### src/tpu_pkg.sv
package tpu_pkg;

    // grid geometry
    localparam int ARRAY_DIM = 4;

    // operand element and accumulator widths
    localparam int DATA_W = 8;
    localparam int ACC_W  = 32;

    // one A or B word carries a full row of lanes
    localparam int OPND_WORD_W = ARRAY_DIM * DATA_W;

    // one C word is a full accumulator column
    localparam int C_WORD_W = ARRAY_DIM * ACC_W;

    // buffer addressing
    localparam int INDEX_W = 16;

    // job dimensions K, M and N
    localparam int DIM_W = 8;

    // cycles from the last feed until PE(3,3) holds its final sum
    localparam int FLUSH_CYCLES = 7;

    // job sequencer
    typedef enum logic [1:0] {
        SEQ_IDLE,
        SEQ_FEED,
        SEQ_FLUSH,
        SEQ_WRITE
    } seq_state_t;

endpackage

### src/tile_sequencer.sv
`timescale 1ns/1ps

module tile_sequencer
    import tpu_pkg::*;
(
    input  logic               clk,
    input  logic               rst_n,
    input  logic               start_valid,
    input  logic [DIM_W-1:0]   k_dim,
    input  logic [DIM_W-1:0]   m_dim,
    input  logic [DIM_W-1:0]   n_dim,
    output logic               start_ready,
    output logic [INDEX_W-1:0] a_index,
    output logic [INDEX_W-1:0] b_index,
    output logic               feed,
    output logic               acc_clear,
    output logic [1:0]         col_sel,
    output logic               col_write
);

    seq_state_t         state;
    logic [DIM_W-1:0]   k_lat;
    logic [DIM_W-1:0]   m_lat;
    // last tile index ceil(dim/4) - 1
    logic [DIM_W-3:0]   m_last;
    logic [DIM_W-3:0]   n_last;
    logic [DIM_W-3:0]   mt_cnt;
    logic [DIM_W-3:0]   nt_cnt;
    logic [DIM_W-1:0]   k_cnt;
    logic [DIM_W-1:0]   flush_cnt;
    logic [1:0]         col_cnt;
    logic [INDEX_W-1:0] b_base;
    logic [DIM_W-1:0]   m_dim_m1;
    logic [DIM_W-1:0]   n_dim_m1;
    logic               accept;
    logic               last_k;
    logic               last_flush;
    logic               last_mt;
    logic               last_nt;

    assign accept     = start_valid && start_ready;
    assign m_dim_m1   = m_dim - 1'b1;
    assign n_dim_m1   = n_dim - 1'b1;
    assign last_k     = k_cnt == k_lat - 1'b1;
    assign last_flush = flush_cnt == DIM_W'(FLUSH_CYCLES - 1);
    assign last_mt    = mt_cnt == m_last;
    assign last_nt    = nt_cnt == n_last;

    always_ff @(posedge clk or negedge rst_n) begin
        if (!rst_n) begin
            state     <= SEQ_IDLE;
            k_lat     <= '0;
            m_lat     <= '0;
            m_last    <= '0;
            n_last    <= '0;
            mt_cnt    <= '0;
            nt_cnt    <= '0;
            k_cnt     <= '0;
            flush_cnt <= '0;
            col_cnt   <= '0;
            a_index   <= '0;
            b_index   <= '0;
            b_base    <= '0;
        end else begin
            case (state)
                SEQ_IDLE: begin
                    if (accept) begin
                        k_lat   <= k_dim;
                        m_lat   <= m_dim;
                        m_last  <= m_dim_m1[DIM_W-1:2];
                        n_last  <= n_dim_m1[DIM_W-1:2];
                        mt_cnt  <= '0;
                        nt_cnt  <= '0;
                        k_cnt   <= '0;
                        b_base  <= '0;
                        state   <= SEQ_FEED;
                    end
                end
                SEQ_FEED: begin
                    // leaves a_index at (mt+1)*K and b_index at (nt+1)*K
                    a_index <= a_index + 1'b1;
                    b_index <= b_index + 1'b1;
                    if (last_k) begin
                        k_cnt <= '0;
                        state <= SEQ_FLUSH;
                    end else begin
                        k_cnt <= k_cnt + 1'b1;
                    end
                end
                SEQ_FLUSH: begin
                    if (last_flush) begin
                        flush_cnt <= '0;
                        state     <= SEQ_WRITE;
                    end else begin
                        flush_cnt <= flush_cnt + 1'b1;
                    end
                end
                SEQ_WRITE: begin
                    col_cnt <= col_cnt + 1'b1;
                    if (col_cnt == 2'd3) begin
                        if (!last_mt) begin
                            // next m tile reuses the same B rows
                            mt_cnt  <= mt_cnt + 1'b1;
                            b_index <= b_base;
                            state   <= SEQ_FEED;
                        end else if (!last_nt) begin
                            mt_cnt  <= '0;
                            nt_cnt  <= nt_cnt + 1'b1;
                            a_index <= '0;
                            b_base  <= b_index;
                            state   <= SEQ_FEED;
                        end else begin
                            a_index <= '0;
                            b_index <= '0;
                            state   <= SEQ_IDLE;
                        end
                    end
                end
                default: begin
                    state <= SEQ_IDLE;
                end
            endcase
        end
    end

    assign start_ready = state == SEQ_IDLE;
    assign feed        = state == SEQ_FEED;
    assign acc_clear   = feed && k_cnt == '0;
    assign col_sel     = col_cnt;
    // padded columns past M are dropped
    assign col_write   = state == SEQ_WRITE && {mt_cnt, col_cnt} < m_lat;

    // feed cycles of a tile are contiguous and open with the clear
    feed_contiguous: assert property (
        @(posedge clk) disable iff (!rst_n)
        feed |-> acc_clear || $past(feed)
    );

    // first column follows the flush and the rest follow back to back
    write_after_flush: assert property (
        @(posedge clk) disable iff (!rst_n)
        col_write |-> $past(state) == (col_sel == 2'd0 ? SEQ_FLUSH : SEQ_WRITE)
    );

endmodule

### src/operand_skew.sv
`timescale 1ns/1ps

module operand_skew
    import tpu_pkg::*;
(
    input  logic                   clk,
    input  logic                   rst_n,
    input  logic                   feed,
    input  logic [OPND_WORD_W-1:0] a_data,
    input  logic [OPND_WORD_W-1:0] b_data,
    output logic [OPND_WORD_W-1:0] top_lanes,
    output logic [OPND_WORD_W-1:0] left_lanes
);

    // lane l is delayed by l+1 cycles, lane 0 in the top byte
    for (genvar l = 0; l < ARRAY_DIM; l++) begin : g_lane
        logic [DATA_W-1:0] a_dly [l+1];
        logic [DATA_W-1:0] b_dly [l+1];
        logic [DATA_W-1:0] a_lane;
        logic [DATA_W-1:0] b_lane;

        // zeros enter while not feeding
        assign a_lane = feed ? a_data[OPND_WORD_W-1-l*DATA_W -: DATA_W] : '0;
        assign b_lane = feed ? b_data[OPND_WORD_W-1-l*DATA_W -: DATA_W] : '0;

        always_ff @(posedge clk or negedge rst_n) begin
            if (!rst_n) begin
                for (int i = 0; i <= l; i++) begin
                    a_dly[i] <= '0;
                    b_dly[i] <= '0;
                end
            end else begin
                a_dly[0] <= a_lane;
                b_dly[0] <= b_lane;
                for (int i = 1; i <= l; i++) begin
                    a_dly[i] <= a_dly[i-1];
                    b_dly[i] <= b_dly[i-1];
                end
            end
        end

        // A lane c feeds array column c, B lane r feeds array row r
        assign top_lanes[OPND_WORD_W-1-l*DATA_W -: DATA_W]  = a_dly[l];
        assign left_lanes[OPND_WORD_W-1-l*DATA_W -: DATA_W] = b_dly[l];
    end

endmodule

### src/mac_pe.sv
`timescale 1ns/1ps

module mac_pe
    import tpu_pkg::*;
(
    input  logic              clk,
    input  logic              rst_n,
    input  logic              clear,
    input  logic [DATA_W-1:0] a_in,
    input  logic [DATA_W-1:0] b_in,
    output logic [DATA_W-1:0] a_out,
    output logic [DATA_W-1:0] b_out,
    output logic [ACC_W-1:0]  acc
);

    logic [2*DATA_W-1:0] product;
    logic [ACC_W-1:0]    acc_base;

    assign product  = a_in * b_in;
    // clear restarts the sum with this cycle's product
    assign acc_base = clear ? '0 : acc;

    always_ff @(posedge clk or negedge rst_n) begin
        if (!rst_n) begin
            a_out <= '0;
            b_out <= '0;
            acc   <= '0;
        end else begin
            // a moves down, b moves right
            a_out <= a_in;
            b_out <= b_in;
            acc   <= acc_base + {{(ACC_W-2*DATA_W){1'b0}}, product};
        end
    end

endmodule

### src/result_drain.sv
`timescale 1ns/1ps

module result_drain
    import tpu_pkg::*;
(
    input  logic                                 clk,
    input  logic                                 rst_n,
    input  logic                                 start_accept,
    input  logic [ARRAY_DIM*ARRAY_DIM*ACC_W-1:0] acc_flat,
    input  logic [1:0]                           col_sel,
    input  logic                                 col_write,
    output logic                                 c_wr_en,
    output logic [INDEX_W-1:0]                   c_index,
    output logic [C_WORD_W-1:0]                  c_data
);

    logic [C_WORD_W-1:0] col_word;

    // row r of the selected column goes to lane r, lane 0 on top
    always_comb begin
        for (int r = 0; r < ARRAY_DIM; r++) begin
            col_word[C_WORD_W-1-r*ACC_W -: ACC_W] =
                acc_flat[(r*ARRAY_DIM + int'(col_sel))*ACC_W +: ACC_W];
        end
    end

    always_ff @(posedge clk or negedge rst_n) begin
        if (!rst_n) begin
            c_wr_en <= 1'b0;
        end else begin
            c_wr_en <= col_write;
        end
    end

    always_ff @(posedge clk) begin
        if (col_write) begin
            c_data <= col_word;
        end
    end

    // index of the write currently on the bus
    always_ff @(posedge clk or negedge rst_n) begin
        if (!rst_n) begin
            c_index <= '0;
        end else if (start_accept) begin
            c_index <= '0;
        end else if (c_wr_en) begin
            c_index <= c_index + 1'b1;
        end
    end

    c_index_no_wrap: assert property (
        @(posedge clk) disable iff (!rst_n)
        c_wr_en && !start_accept |=> c_index != '0
    );

endmodule

### src/systolic_tpu.sv
`timescale 1ns/1ps

module systolic_tpu
    import tpu_pkg::*;
(
    input  logic                   clk,
    input  logic                   rst_n,
    input  logic                   start_valid,
    output logic                   start_ready,
    input  logic [DIM_W-1:0]       k_dim,
    input  logic [DIM_W-1:0]       m_dim,
    input  logic [DIM_W-1:0]       n_dim,
    output logic [INDEX_W-1:0]     a_index,
    input  logic [OPND_WORD_W-1:0] a_data,
    output logic [INDEX_W-1:0]     b_index,
    input  logic [OPND_WORD_W-1:0] b_data,
    output logic                   c_wr_en,
    output logic [INDEX_W-1:0]     c_index,
    output logic [C_WORD_W-1:0]    c_data
);

    logic                                 feed;
    logic                                 acc_clear;
    logic [1:0]                           col_sel;
    logic                                 col_write;
    logic                                 start_accept;
    logic [OPND_WORD_W-1:0]               top_lanes;
    logic [OPND_WORD_W-1:0]               left_lanes;
    logic [ARRAY_DIM*ARRAY_DIM*ACC_W-1:0] acc_flat;
    // a_link[r][c] enters PE(r,c) from above, b_link[r][c] from the left
    logic [DATA_W-1:0]                    a_link [ARRAY_DIM+1][ARRAY_DIM];
    logic [DATA_W-1:0]                    b_link [ARRAY_DIM][ARRAY_DIM+1];

    assign start_accept = start_valid && start_ready;

    tile_sequencer tile_sequencer_i (
        .clk         (clk),
        .rst_n       (rst_n),
        .start_valid (start_valid),
        .k_dim       (k_dim),
        .m_dim       (m_dim),
        .n_dim       (n_dim),
        .start_ready (start_ready),
        .a_index     (a_index),
        .b_index     (b_index),
        .feed        (feed),
        .acc_clear   (acc_clear),
        .col_sel     (col_sel),
        .col_write   (col_write)
    );

    operand_skew operand_skew_i (
        .clk        (clk),
        .rst_n      (rst_n),
        .feed       (feed),
        .a_data     (a_data),
        .b_data     (b_data),
        .top_lanes  (top_lanes),
        .left_lanes (left_lanes)
    );

    for (genvar i = 0; i < ARRAY_DIM; i++) begin : g_edge
        assign a_link[0][i] = top_lanes[OPND_WORD_W-1-i*DATA_W -: DATA_W];
        assign b_link[i][0] = left_lanes[OPND_WORD_W-1-i*DATA_W -: DATA_W];
    end

    for (genvar r = 0; r < ARRAY_DIM; r++) begin : g_row
        for (genvar c = 0; c < ARRAY_DIM; c++) begin : g_col
            mac_pe mac_pe_i (
                .clk   (clk),
                .rst_n (rst_n),
                .clear (acc_clear),
                .a_in  (a_link[r][c]),
                .b_in  (b_link[r][c]),
                .a_out (a_link[r+1][c]),
                .b_out (b_link[r][c+1]),
                .acc   (acc_flat[(r*ARRAY_DIM+c)*ACC_W +: ACC_W])
            );
        end
    end

    result_drain result_drain_i (
        .clk          (clk),
        .rst_n        (rst_n),
        .start_accept (start_accept),
        .acc_flat     (acc_flat),
        .col_sel      (col_sel),
        .col_write    (col_write),
        .c_wr_en      (c_wr_en),
        .c_index      (c_index),
        .c_data       (c_data)
    );

endmodule

### config.mk
export PLATFORM = sky130hd
export DESIGN_NAME = systolic_tpu
export DESIGN_NICKNAME = d
export VERILOG_FILES = /design/src/tpu_pkg.sv /design/src/tile_sequencer.sv /design/src/operand_skew.sv /design/src/mac_pe.sv /design/src/result_drain.sv /design/src/systolic_tpu.sv
export SDC_FILE = /design/constraint.sdc
export NUM_CORES = 2
export LEC_CHECK = 0
export BUFFER_PORTS_ARGS = -buffer_cell sky130_fd_sc_hd__buf_4
export CORE_MARGIN = 10
export CORE_UTILIZATION = 50
export CTS_BUF_LIST = sky130_fd_sc_hd__clkbuf_8
export CTS_CLUSTER_SIZE = 25
export DETAILED_ROUTE_END_ITERATION = 8
export PLACE_DENSITY = 0.66
export RECOVER_POWER = 100
export SLEW_MARGIN = 20
export SYNTH_ARGS = -nofsm -noshare
export SYNTH_HDL_FRONTEND = slang
export SYNTH_SLANG_ARGS = --single-unit
### constraint.sdc
create_clock -name clk -period 18.1 [get_ports clk]
set_input_delay 0.905 -clock clk [delete_from_list [all_inputs] [get_ports clk]]
set_output_delay 0.905 -clock clk [all_outputs]
set_load 0.005 [all_outputs]
After elaboration in Yosys (flattened, before gate mapping)
Cells that the tools add are included.
{"block": "word_totals", "reg_bits": 1117, "in_bits": 91, "wordCells": 217}
{"block": "op_classes", "n_addsub": 30, "mul": 16, "order_cmp": 1, "eq_ne": 16, "shifts": 4, "muxes": 58, "n_reduce_logical": 16}
{"op": "$shiftx A512 B32 Y32", "count": 3}
{"op": "$add A32 B16 Y32", "count": 16}
{"op": "$mux W32", "count": 16}
{"op": "$shiftx A512 B8 Y32", "count": 1}
{"op": "$mul A8 B8 Y16", "count": 16}
{"op": "$mux W16", "count": 11}
{"op": "$pmux W16 S2", "count": 3}
{"op": "$mux W8", "count": 11}
{"op": "$add A16 B1 Y16 const B", "count": 3}
{"op": "$mux W6", "count": 7}
{"op": "$pmux W6 S2", "count": 2}
{"op": "$sub A8 B1 Y8 const B", "count": 3}
{"op": "$add A8 B1 Y8 const B", "count": 2}
{"op": "$pmux W8 S2", "count": 1}
{"op": "$add A6 B1 Y6 const B", "count": 2}
{"op": "$eq A6 B6 Y1", "count": 2}
{"op": "$add A4 B2 Y5 const A", "count": 2}
{"op": "$mux W2", "count": 5}
{"op": "$eq A8 B3 Y1 const B", "count": 1}
{"op": "$eq A8 B8 Y1", "count": 1}
{"op": "$logic_not A8 Y1", "count": 1}
{"op": "$lt A8 B8 Y1", "count": 1}
{"op": "$ne A2 B1 Y1 const B", "count": 4}
{"op": "$pmux W2 S4", "count": 1}
{"op": "other kinds (14)", "count": 26}

Logic depth before layout (Yosys ltp)
{"block": "depth", "depth_word": 5, "ltp_mapped": 29}

Hierarchy
From an unflattened synthesis, not the netlist that was laid out.
{"block": "hier_totals", "cells_unflattened": 8591, "area_unflattened_um2": 90377.9}
{"module": "mac_pe (g_row[0].g_col[0].mac_pe_i ...)", "instances": 8, "cells_per_inst": 459, "area_per_inst_um2": 4514.3}
{"module": "mac_pe (g_row[2].g_col[2].mac_pe_i ...)", "instances": 4, "cells_per_inst": 451, "area_per_inst_um2": 4430.5}
{"module": "result_drain", "instances": 1, "cells_per_inst": 365, "area_per_inst_um2": 7772.5}
{"module": "tile_sequencer", "instances": 1, "cells_per_inst": 644, "area_per_inst_um2": 6008.3}
{"module": "operand_skew", "instances": 1, "cells_per_inst": 278, "area_per_inst_um2": 4874.7}
{"module": "mac_pe (g_row[3].g_col[3].mac_pe_i)", "instances": 1, "cells_per_inst": 459, "area_per_inst_um2": 4495.6}
{"module": "mac_pe (g_row[2].g_col[0].mac_pe_i)", "instances": 1, "cells_per_inst": 461, "area_per_inst_um2": 4491.8}
{"module": "mac_pe (g_row[3].g_col[2].mac_pe_i)", "instances": 1, "cells_per_inst": 452, "area_per_inst_um2": 4473.0}
{"module": "mac_pe (g_row[2].g_col[1].mac_pe_i)", "instances": 1, "cells_per_inst": 455, "area_per_inst_um2": 4419.2}
{"module": "systolic_tpu", "instances": 1, "cells_per_inst": 1, "area_per_inst_um2": 6.3}

Worst setup path before layout
Ideal clock, no wire load.
{"block": "synth_timing", "path_kind": "register to register", "startpoint": "register tile_sequencer_i.col_cnt[1], in the netlist tile_sequencer_i.col_sel[1]", "endpoint": "register result_drain_i.c_wr_en", "setup_time_ps": 845, "t_arrival_ps": 7913, "required_ps": 17255, "slack_ps": 9342, "stages_incl_launch_ff": 8, "n_path_buf": 0, "synth_period_minus_slack_ps": 8758, "cell_sequence": "dfrtp_1 > ha_1 > a21o_1 > a21o_1 > a21o_1 > a21o_1 > a21o_1 > a31oi_1"}
{"block": "synth_between", "elab_chain_len": 2}
{"item": "start, declared", "line_no": "tile_sequencer.sv:31", "rtl": "logic [1:0] col_cnt;"}
{"item": "start signal, assigned", "line_no": "tile_sequencer.sv:99", "rtl": "col_cnt <= col_cnt + 1'b1;"}
{"item": "$lt A8 B8 Y1", "line_no": "tile_sequencer.sv:131", "rtl": "assign col_write = state == SEQ_WRITE && {mt_cnt, col_cnt} < m_lat;"}
{"item": "$logic_and A1 B1 Y1", "line_no": "tile_sequencer.sv:131"}
{"item": "net col_write", "line_no": "systolic_tpu.sv:25", "rtl": "logic col_write;"}
{"item": "end signal, assigned", "line_no": "result_drain.sv:31", "rtl": "c_wr_en <= col_write;"}
{"item": "end, declared", "line_no": "result_drain.sv:12", "rtl": "output logic c_wr_en,"}
The timed path passes the listed nets, and every way through them passes these cells.
A chain may end at the register's enable or synchronous reset.

Worst setup path after layout
{"block": "layout_timing", "startpoint": "register tile_sequencer_i.state[1]", "endpoint": "register g_row[0].g_col[3].mac_pe_i.acc[29]"}
{"block": "layout_between", "elab_chain_len": 4}
{"item": "start, declared", "line_no": "tile_sequencer.sv:21", "rtl": "seq_state_t state;"}
{"item": "start signal, assigned", "line_no": "tile_sequencer.sv:51", "rtl": "state <= SEQ_IDLE;"}
{"item": "start signal, assigned", "line_no": "tile_sequencer.sv:76", "rtl": "state <= SEQ_FEED;"}
{"item": "start signal, assigned", "line_no": "tile_sequencer.sv:85", "rtl": "state <= SEQ_FLUSH;"}
{"item": "$eq A2 B1 Y1", "line_no": "tile_sequencer.sv:127", "rtl": "assign feed = state == SEQ_FEED;"}
{"item": "$logic_and A1 B1 Y1", "line_no": "tile_sequencer.sv:128", "rtl": "assign acc_clear = feed && k_cnt == '0;"}
{"item": "$mux W32", "line_no": "mac_pe.sv:21", "rtl": "assign acc_base = clear ? '0 : acc;"}
{"item": "$add A32 B16 Y32", "line_no": "mac_pe.sv:32", "rtl": "acc <= acc_base + {{(ACC_W-2*DATA_W){1'b0}}, product};"}
{"item": "end signal, assigned", "line_no": "mac_pe.sv:32"}
{"item": "end, declared", "line_no": "mac_pe.sv:13", "rtl": "output logic [ACC_W-1:0] acc"}
Every way passes these cells.

==> reports/metrics.yaml <==
finalCritPeriodShare_pct: 59.0
yosysTopAreaCell: "dfrtp_1"
tritoncts: "built"
tns_ns: 0
finalHoldViolations: 0
grt_pass1_vias: 63870
cts-root-buf: "clkbuf_8"
violations: "capacitance limit, slew limit"
setup_viol: 0
grtUsageTotal_pct: 23.9
ir_drop_mv: 0.111
insertion_delay_ns: 0.99
grt_max_degree: 183
crit_path_top_delay_cell: "clkbuf_1"
hold_path.class: "in2reg"
critPathMaxFanout: 61
syn_area_sq_um: 84900
grt_overflow: 0
place_inst: 10580
portBuffers: 268
cp_slowest_stage_delay_ns: 2.08
arrival_ns: 11.58
crit_top_cell: "inv_1"
outcome: "complete, but fails checks"
p_per_area_nw_per_um2: 181
rows: 151
cp.required_ns: 18.99
routedWlPerCell_um: 20.0
avgSynthCellArea_sq_um: 10.3
cp_top_family: "buffers and inverters"
dp_hpwl_um: 167000
die_w_um: 432
die_area_sq_um: 187000
setup_slack_ns: 7.41
cts_setup_buffers: 0
final_area_sq_um: 93200
synth_cells: 8232
final_cells: 10959
yosysSeqAreaShare_pct: 33.7
rsz0062_at_grt: "false"
start_util_pct: 50.2
vias: 59969
drtIter0Drc: 3915
die_y_um: 432
placed_cell_area_sq_um: 89500
endpoint_kind: "register"
crit_type: "reg2reg"
ys.flop_type: "dfrtp_1"
finClkSkew_ns: 0.0470
worst_setup_path_start_kind: "register"
critPathBufInv: 7
maxSlewViolCount: 1177
synth_edf_count: 128
worst_slew_pin_slew_ns: 8.24
io_pins: 269
numCtsBuffers: 197
gp_congestion: 0.935
clkSlewWorstSetupHoldPaths_ns: 0.07
synthesis.nets: 9801
timing.fmax_mhz: 93.6
maxSlewHeadroom_pct: -449
synth-seq-cells: 1117
grt_pass1_wl_um: 354000
place_ws_ns: 10.50
drc: 0
maxCapViolCount: 19
area_growth_pct: 9.78
synth_cell_types: 75
drtPass1Iterations: 5
yosysWarnings: 0
core_sq_um: 169000
drt_wl_total_um: 219000
final_nets: 10131
antenna_found_initial: 12
synth_async_sr_flop_share_pct: 88.5
synth_top_area_share_pct: 29.1
cts_max_path_buffers: 3
yosysMostFrequentCell: "inv_1"
worstPathCellList: "inv_1, ha_1, nand2_1, or4_1, clkbuf_1, clkbuf_1, nand2_1, fa_1, inv_1, ha_1, ha_1, inv_1, fa_1, inv_1, ha_1, inv_1, fa_1, nor2b_1, o21ai_0, a21boi_0, o211ai_1, a211o_1, a2111o_1, o21ai_0"
postRouteAntennaNets: 0
h-tree-depth: 4
synth_area_leaders: "dfrtp_1 29%, fa_1 19%, ha_1 10%"
netlist_top_cells_count: "1380 x inv_1, 989 x dfrtp_1, 895 x nand2_1"
p_leak_nw: 45.6
via_per_inst: 5.47
clock_sinks: 1117
min_period_ns: 10.69
drive_gt1_share_pct: 7.40
-- worst paths after layout --
kind / endpoint / cells past startpoint / slack (ns) / start
max: g_row[0].g_col[3].mac_pe_i.acc[29] / 24 / 7.41 / tile_sequencer_i.state[1]
min: operand_skew_i.g_lane[2].a_dly[23] / 2 / 0.13 / a_data[15]
max reg2reg: g_row[0].g_col[3].mac_pe_i.acc[29] / 24 / 7.41 / tile_sequencer_i.state[1]
min reg2reg: operand_skew_i.top_lanes[19] / 0 / 0.34 / operand_skew_i.g_lane[1].a_dly[11]
max in group asynchronous: tile_sequencer_i.m_last[0] / 4 / 8.84 / rst_n
min in group asynchronous: g_row[3].g_col[3].mac_pe_i.acc[7] / 2 / 2.65 / rst_n
-- layer usage --
layer  track usage, %  part of all wire [%]
met5                0                0.0059
met4             9.69                   4.3
met3             4.26                   5.5
met2             39.5                    48
met1             31.1                    42
-- stage by stage --
| stage | utilization, % | total power [W] | hold slack, ns |
|---|---|---|---|
| finish | 55.1 | 0.0169 | 0.130 |
| CTS | 55.4 | 0.0170 | 0.0308 |
| global placement | 52.9 | 0.0140 | 0.332 |
| floorplan | - | 0.0118 | 0.331 |
| global route | 55.1 | 0.0187 | 0.0753 |
| detailed placement | 52.9 | 0.0143 | 0.335 |
-- registers in the layout, summed over array words and instances, names as in the netlist, 16 cells and up --
name	flops
g_row.g_col.mac_pe_i.a_out	96
g_row.g_col.mac_pe_i.acc	512
g_row.g_col.mac_pe_i.b_out	96
operand_skew_i.g_lane.a_dly	56
operand_skew_i.g_lane.b_dly	56
operand_skew_i.left_lanes	24
operand_skew_i.top_lanes	24
result_drain_i.c_data	128
result_drain_i.c_index	16
tile_sequencer_i.a_index	16
tile_sequencer_i.b_base	16
tile_sequencer_i.b_index	16
-- layout by cell type (no fill, tap or decap), types with 91 or more instances in the layout --
master    instances
nand3_1         112
a21o_1          121
inv_1          1441
dfrtp_1         989
fa_1            800
nand2_1         895
a21oi_1         263
buf_4            91
ha_1            678
edfxtp_1        128
clkbuf_8        236
clkbuf_1        111
xor2_1          105
nor2_1          285
xnor2_1         222
and2_1          789
o21ai_0         194
mux4_2          128
-- cell type report --
cell class                      count  area, sq um
Antenna cell                       10         25.0
Clock buffer                      236         3250
Fill cell                       14869        75900
Tap cell                         2218         2780
Timing Repair Buffer              297         1880
Multi-Input combinational cell   5569        50500
Sequential cell                  1117        28600
Clock inverter                    132         1040
Inverter                         1380         5180
-- worst reg2reg max path, cell delays in order, from the launching register on --
cell and delay, ns:
dfrtp_1 0.42, inv_1 0.10, ha_1 0.22, nand2_1 0.13
or4_1 1.33, clkbuf_1 2.11, clkbuf_1 1.52, nand2_1 0.25
fa_1 0.60, inv_1 0.04, ha_1 0.27, ha_1 0.28
inv_1 0.05, fa_1 0.43, inv_1 0.07, ha_1 0.19
inv_1 0.07, fa_1 0.45, nor2b_1 0.12, o21ai_0 0.11
a21boi_0 0.64, o211ai_1 0.25, a211o_1 0.46, a2111o_1 0.44
o21ai_0 0.07
-- where the power goes --
group	switching, W	leakage [nW]	internal (W)
combinational	0.00603	30.0	0.00460
clock	0.00116	2.43	0.00140
sequential	0.000531	13.1	0.00318
-- cells by family after synthesis --
kind of cell             synth area share, %
multiplexers                            4.19
AND/OR/NAND/NOR                         15.6
adder cells (fa/ha/maj)                 28.8
AO/OA/AOI/OAI                           7.44
buffers and inverters                   6.86
flip-flops                              33.7
XOR/XNOR                                3.37
-- what timing repair did --
| action | in CTS | in global routing |
|---|---|---|
| gates resized for setup | 0 | 0 |
| hold buffers | 1 | 0 |
| endpoints found under the hold margin | 80 | 0 |
Note: power is estimated with default switching activity, not from simulation.
